`src/source/core_types_pkg.sv`:
```
`default_nettype none

package core_types_pkg;

    // --------------------------------------------------
    // Physical register file and ROB sizing
    // --------------------------------------------------
    localparam int LOG_PR_COUNT = 6;
    localparam int PR_COUNT = 2 ** LOG_PR_COUNT;
    localparam int LOG_ROB_ENTRIES = 6;

    // Ops moved per cycle on enqueue, dequeue and execute
    localparam int LANES = 4;

    // --------------------------------------------------
    // Register-immediate ALU operations
    // --------------------------------------------------
    // Low three bits follow the RISC-V funct3 where one exists
    typedef enum logic [3:0] {
        ADDI  = 4'b0000,
        SLLI  = 4'b0001,
        SLTI  = 4'b0010,
        SLTIU = 4'b0011,
        XORI  = 4'b0100,
        SRLI  = 4'b0101,
        ORI   = 4'b0110,
        ANDI  = 4'b0111,
        SRAI  = 4'b1101,
        LUI   = 4'b1111
    } alu_imm_op_t;

endpackage

`default_nettype wire

```
`src/source/alu_imm_op_if.sv`:
```
`timescale 1ns/1ps
`default_nettype none

interface alu_imm_op_if;

    // Per lane handshake
    logic [core_types_pkg::LANES-1:0] valid;
    logic [core_types_pkg::LANES-1:0] ready;

    // Per lane op fields
    core_types_pkg::alu_imm_op_t [core_types_pkg::LANES-1:0] op;
    logic [core_types_pkg::LANES-1:0][31:0] imm;
    logic [core_types_pkg::LANES-1:0][core_types_pkg::LOG_PR_COUNT-1:0] A_PR;
    logic [core_types_pkg::LANES-1:0] A_unneeded;
    logic [core_types_pkg::LANES-1:0][core_types_pkg::LOG_PR_COUNT-1:0] dest_PR;
    logic [core_types_pkg::LANES-1:0][core_types_pkg::LOG_ROB_ENTRIES-1:0] ROB_index;

    modport producer (
        output valid, op, imm, A_PR, A_unneeded, dest_PR, ROB_index,
        input  ready
    );

    modport consumer (
        input  valid, op, imm, A_PR, A_unneeded, dest_PR, ROB_index,
        output ready
    );

endinterface

`default_nettype wire

```
`src/source/alu_imm_exec.sv`:
```
`timescale 1ns/1ps
`default_nettype none

module alu_imm_exec (
    input  logic CLK,
    input  logic nRST,
    input  logic exec_stall,

    // Ops offered by the dispatch queue
    alu_imm_op_if.consumer deq,

    // Operand A read ports
    output logic [core_types_pkg::LANES-1:0][core_types_pkg::LOG_PR_COUNT-1:0] rd_PR_array,
    input  logic [core_types_pkg::LANES-1:0][31:0] rd_value_array,

    // Registered writebacks
    output logic [core_types_pkg::LANES-1:0] wb_valid_array,
    output logic [core_types_pkg::LANES-1:0][core_types_pkg::LOG_PR_COUNT-1:0] wb_dest_PR_array,
    output logic [core_types_pkg::LANES-1:0][core_types_pkg::LOG_ROB_ENTRIES-1:0]
                 wb_ROB_index_array,
    output logic [core_types_pkg::LANES-1:0][31:0] wb_value_array
);

    logic [core_types_pkg::LANES-1:0] take;
    logic [core_types_pkg::LANES-1:0][31:0] operand_a;
    logic [core_types_pkg::LANES-1:0][31:0] result;
    logic dest_clash;

    function automatic logic [31:0] alu_eval(
        input core_types_pkg::alu_imm_op_t op,
        input logic [31:0] a,
        input logic [31:0] imm
    );
        logic [31:0] res;
        case (op)
            core_types_pkg::ADDI:  res = a + imm;
            core_types_pkg::SLTI:  res = {31'b0, $signed(a) < $signed(imm)};
            core_types_pkg::SLTIU: res = {31'b0, a < imm};
            core_types_pkg::XORI:  res = a ^ imm;
            core_types_pkg::ORI:   res = a | imm;
            core_types_pkg::ANDI:  res = a & imm;
            core_types_pkg::SLLI:  res = a << imm[4:0];
            core_types_pkg::SRLI:  res = a >> imm[4:0];
            core_types_pkg::SRAI:  res = $signed(a) >>> imm[4:0];
            core_types_pkg::LUI:   res = imm;
            default:               res = '0;
        endcase
        return res;
    endfunction

    // --------------------------------------------------
    // Operand fetch and evaluate
    // --------------------------------------------------
    always_comb begin
        deq.ready = {core_types_pkg::LANES{~exec_stall}};
        take = deq.valid & deq.ready;
        for (int i = 0; i < core_types_pkg::LANES; i++) begin
            rd_PR_array[i] = deq.A_PR[i];
            operand_a[i] = deq.A_unneeded[i] ? 32'b0 : rd_value_array[i];
            result[i] = alu_eval(deq.op[i], operand_a[i], deq.imm[i]);
        end
    end

    always_ff @(posedge CLK, negedge nRST) begin
        if (!nRST) begin
            wb_valid_array <= '0;
        end else begin
            wb_valid_array <= take;
        end
    end

    always_ff @(posedge CLK) begin
        for (int i = 0; i < core_types_pkg::LANES; i++) begin
            if (take[i]) begin
                wb_dest_PR_array[i] <= deq.dest_PR[i];
                wb_ROB_index_array[i] <= deq.ROB_index[i];
                wb_value_array[i] <= result[i];
            end
        end
    end

    // Two lanes aiming at one register in the same cycle
    always_comb begin
        dest_clash = 1'b0;
        for (int i = 0; i < core_types_pkg::LANES; i++) begin
            for (int j = i + 1; j < core_types_pkg::LANES; j++) begin
                if (wb_valid_array[i] && wb_valid_array[j]
                        && wb_dest_PR_array[i] == wb_dest_PR_array[j]) begin
                    dest_clash = 1'b1;
                end
            end
        end
    end

    a_unique_dest: assert property (@(posedge CLK) disable iff (!nRST) !dest_clash);

endmodule

`default_nettype wire

```
`src/flat_wrapper.sv`:
```
// flat-port wrapper written by rule: the top's interface ports become plain ports
module alu_imm_exec_flat 
  (CLK, nRST, exec_stall, rd_PR_array, rd_value_array, wb_valid_array, wb_dest_PR_array, wb_ROB_index_array, wb_value_array, deq_valid, deq_op, deq_imm, deq_A_PR, deq_A_unneeded, deq_dest_PR, deq_ROB_index, deq_ready);
  alu_imm_op_if deq_i ();
  input  logic CLK;
  input  logic nRST;
  input  logic exec_stall;
  output logic [core_types_pkg::LANES-1:0][core_types_pkg::LOG_PR_COUNT-1:0] rd_PR_array;
  input  logic [core_types_pkg::LANES-1:0][31:0] rd_value_array;
  output logic [core_types_pkg::LANES-1:0] wb_valid_array;
  output logic [core_types_pkg::LANES-1:0][core_types_pkg::LOG_PR_COUNT-1:0] wb_dest_PR_array;
  output logic [core_types_pkg::LANES-1:0][core_types_pkg::LOG_ROB_ENTRIES-1:0] wb_ROB_index_array;
  output logic [core_types_pkg::LANES-1:0][31:0] wb_value_array;
  input wire logic [$bits(deq_i.valid)-1:0] deq_valid;
  input wire logic [$bits(deq_i.op)-1:0] deq_op;
  input wire logic [$bits(deq_i.imm)-1:0] deq_imm;
  input wire logic [$bits(deq_i.A_PR)-1:0] deq_A_PR;
  input wire logic [$bits(deq_i.A_unneeded)-1:0] deq_A_unneeded;
  input wire logic [$bits(deq_i.dest_PR)-1:0] deq_dest_PR;
  input wire logic [$bits(deq_i.ROB_index)-1:0] deq_ROB_index;
  output wire logic [$bits(deq_i.ready)-1:0] deq_ready;
  assign deq_i.valid = deq_valid;
  assign deq_i.op = deq_op;
  assign deq_i.imm = deq_imm;
  assign deq_i.A_PR = deq_A_PR;
  assign deq_i.A_unneeded = deq_A_unneeded;
  assign deq_i.dest_PR = deq_dest_PR;
  assign deq_i.ROB_index = deq_ROB_index;
  assign deq_ready = deq_i.ready;
  alu_imm_exec u_core (.CLK(CLK), .nRST(nRST), .exec_stall(exec_stall), .deq(deq_i), .rd_PR_array(rd_PR_array), .rd_value_array(rd_value_array), .wb_valid_array(wb_valid_array), .wb_dest_PR_array(wb_dest_PR_array), .wb_ROB_index_array(wb_ROB_index_array), .wb_value_array(wb_value_array));
endmodule
```
`config.mk`:
```
export PLATFORM = sky130hd
export DESIGN_NAME = alu_imm_exec_flat
export DESIGN_NICKNAME = d
export VERILOG_FILES = /design/src/source/core_types_pkg.sv /design/src/source/alu_imm_op_if.sv /design/src/source/alu_imm_exec.sv /design/src/flat_wrapper.sv
export SDC_FILE = /design/constraint.sdc
export NUM_CORES = 2
export LEC_CHECK = 0
export BUFFER_PORTS_ARGS = -buffer_cell sky130_fd_sc_hd__buf_2
export CELL_PAD_IN_SITES_DETAIL_PLACEMENT = 1
export CELL_PAD_IN_SITES_GLOBAL_PLACEMENT = 2
export CORE_MARGIN = 2
export CORE_UTILIZATION = 34
export DETAILED_ROUTE_END_ITERATION = 6
export PLACE_DENSITY_LB_ADDON = 0.1
export SLEW_MARGIN = 20
export SYNTH_ARGS = -nofsm -noshare
export SYNTH_HDL_FRONTEND = slang
export SYNTH_SLANG_ARGS = --single-unit
```
`constraint.sdc`:
```
create_clock -name CLK -period 0.8 [get_ports CLK]
set_clock_uncertainty 0.1 [all_clocks]
set_input_delay 0 -clock CLK [delete_from_list [all_inputs] [get_ports CLK]]
set_output_delay 0 -clock CLK [all_outputs]
set_load 0.01 [all_outputs]
```
==> flow_summary.toml <==
[layout]
layout_common_cells = "1,892 x buf_4, 500 x nor2_1, 485 x buf_2"
drive_above_1_share_pct = 48.3
final_area_mm2 = 0.0664
layout_commonest_cell = "buf_4"
stdcell_count = 9172
area_growth_syn_to_layout_pct = 73.6
multi_input_area_mm2 = 0.0352
seqCellArea_mm2 = 0.00539
nNetsFinal = 8415
filler_cell_count = 13400

[route]
drt-pass1-iter-count = 6
vias_per_cell = 5.87
antenna_left = 0
drt-total-wl_um = 247000
route.detailed.drc = 0
drt_iter0_drc = 4933
vias = 53800
routedWlPerCell_um = 26.9

[global_routing]
track_usage_pct = 40.6
overflow = 0
antenna_found_initial = 18
grt_pass1_wl_um = 359000
grt_pass1_vias = 55600
grt_max_degree = 88

[cts]
ctsHtreeMaxLevel = 4
cts-root-buf = "clkbuf_16"
cts_tree = "yes"
cts_made_buffers = 17
clock_sinks = 180
clk_pin_slew_worst_paths_ns = 0.10
cts.path.max_buffers = 2
ctsHoldBuffers = 77

[worst_setup_path]
critPathKind = "in -> reg"
required_ns = 1.01
cp.arrival_ns = 2.90
crit_path_end_kind = "flop"
worst_setup_path_start_kind = "primary input"
critPathMaxFanout = 6

[hold_path]
hold_path_class = "in -> reg"

[logic_synthesis]
synth_area_leaders = "edfxtp_1 14%, ha_1 13%, a21oi_1 6.6%"
netlist_instances = 5333
synth_nets = 6096
synth_fa_ha_area_share_pct = 13.4
yosysUniqueCellTypes = 94
synth.top_cell.area_share_pct = 13.8
synth_ff_type = "edfxtp_1"
synth.avg_cell_area_um2 = 7.17
synth-compound-area-share_pct = 30.9
synth_edf_count = 176
synth_xor_area_share_pct = 2.06
yosys_warnings = 0
netlist_area_mm2 = 0.0383
synthSimpleGateAreaFrac_pct = 20.1
yosys.area.top_type = "edfxtp_1"
ys_ff_latch = 180
seq_area_frac_synth_pct = 14.1
synth_top_family_by_area = "compound AO/OA/AOI/OAI gates"
synthArstFlopShare_pct = 2.22
synthMuxAreaShare_pct = 11.0

[sta]
whs_ns = -0.272
tightest_slew_ns = 1.07
max_freq_ghz = 0.372
period_needed_ns = 2.69
rsz0062_at_grt = "yes"
fin_crit_sh_pct = 336
maxSlewHeadroom_pct = 28.5
fin_ws_ns = -1.89
slew_viol_final = 0
setup_viol = 322
finalHoldViolCount = 49

[power_and_ir_drop]
p_per_area_mw_per_mm2 = 931
pwr-share-comb_pct = 65.9
power.share.clock_pct = 15.3
p_sw_share_pct = 43.8
peakVddDrop_mv = 1.72
p_leak_nw = 30.0
power_frac_seq_pct = 18.8
p_int_w = 0.0348
switchingPower_w = 0.0271

[placed_design]
hpwl_um = 186000
place_area_mm2 = 0.0567
place.gp.congestion = 1.01
io_buffers = 514
place_inst = 8816

[outcome]
status = "finished, violations left"
violations = "negative hold slack, negative setup slack"

[die]
dieArea_mm2 = 0.115
fp.dieW_um = 339
start_util_pct = 34.1
num_rows = 123
die_y_um = 339
boundaryPins = 563
core_region_area_mm2 = 0.112

[run]
cap_viol_max_count = 0
[routing by layer]
layer	routed length, µm	track usage [%]	vias up
met5	103	0	-
li1	-	-	24100
met4	14600	21.3	16
met1	100000	50.9	26800
met2	115000	67.4	2306
met3	16700	5.87	623
[power by group through the flow]
stage          Sequential (W)  Combinational (W)  Clock, W
2_1_floorplan          0.0120             0.0154         0
3_3_place_gp           0.0118             0.0320         0
3_5_place_dp           0.0118             0.0327         0
4_1_cts                0.0116             0.0380   0.00961
5_1_grt                0.0116             0.0427   0.00981
6_report               0.0116             0.0407   0.00948
[cell usage after synthesis, types with 32 or more instances]
master,count
nand2b_1,61
mux2_2,62
ha_1,404
o21ai_0,449
buf_2,71
mux2i_1,184
a211oi_1,102
a22oi_1,62
buf_4,38
nor2_1,563
a21oi_1,507
o21bai_1,40
a31oi_1,62
o22ai_1,56
inv_1,344
nand2_1,527
a221oi_1,62
o31ai_1,36
mux4_2,73
and3_1,32
clkbuf_1,262
nor2b_1,154
edfxtp_1,176
o211ai_1,100
xnor2_1,63
buf_1,55
nor3_1,143
nand3_1,93
a21o_1,70
[timing repair]
| action | in CTS | in global routing |
|---|---|---|
| endpoints found under the setup margin | 308 | 323 |
| gates resized for setup | 1094 | 319 |
| buffers inserted | 176 | 86 |
| cloned | 28 | 0 |
| pin swaps | 359 | 262 |
| hold endpoints to repair | 200 | 40 |
[cell families after synthesis]
| group | after synthesis |
|---|---|
| flops | 180 |
| xor+xnor | 90 |
| buf+inv | 793 |
| compound gates | 1840 |
| mux | 320 |
| simple gates | 1702 |
| fa+ha+maj | 408 |
[critical path: stages]
cell and delay [ns]:
buf_12 0.12, buf_6 0.12, nor2b_4 0.14, ha_4 0.17
inv_4 0.04, fa_2 0.41, nor3_4 0.16, nor3_4 0.06
o31a_1 0.33, o211a_4 0.28, a21oi_4 0.19, buf_6 0.13
a21oi_4 0.06, buf_6 0.14, nor4b_4 0.24, o221ai_2 0.15
nand2_1 0.08, o311ai_1 0.09
[path summary, 6_finish.rpt]
path | depth (start not counted) | startpoint | end
max | 18 | deq_A_unneeded[2] | u_core.wb_value_array[92]$_DFFE_PP_
min | 3 | deq_imm[106] | u_core.wb_value_array[106]$_DFFE_PP_
max in group asynchronous | 3 | nRST | u_core.wb_valid_array[2]$_DFF_PN0_
min in group asynchronous | 3 | nRST | u_core.wb_valid_array[3]$_DFF_PN0_
[final cells by class]
cell class / instances / area share, %
antenna: 7 / 0.0264
clock buffer: 19 / 0.652
clock inverter: 13 / 0.222
inverter: 367 / 2.24
multi-input combinational: 4360 / 53.1
sequential: 180 / 8.11
tap: 1500 / 2.83
timing repair buffer: 2726 / 32.9
[sequential cells by signal (all words and copies together) (netlist names)]
signal	cells
u_core.wb_ROB_index_array	24
u_core.wb_value_array	128
u_core.wb_valid_array	4
u_core.wb_dest_PR_array	24
[stage by stage]
step / setup TNS, ns / power [W] / utilization [%] / setup WS (ns)
6_report: -265.76 / 0.0618 / 59.3 / -1.89
5_1_grt: -277.57 / 0.0642 / 59.3 / -1.99
4_1_cts: -253.99 / 0.0591 / 57.7 / -1.79
3_5_place_dp: -345.54 / 0.0445 / 50.6 / -2.76
3_3_place_gp: -335.65 / 0.0438 / 50.6 / -2.67
2_1_floorplan: -299.92 / 0.0274 / - / -2.43
Note: power is estimated with default switching activity, not from simulation.
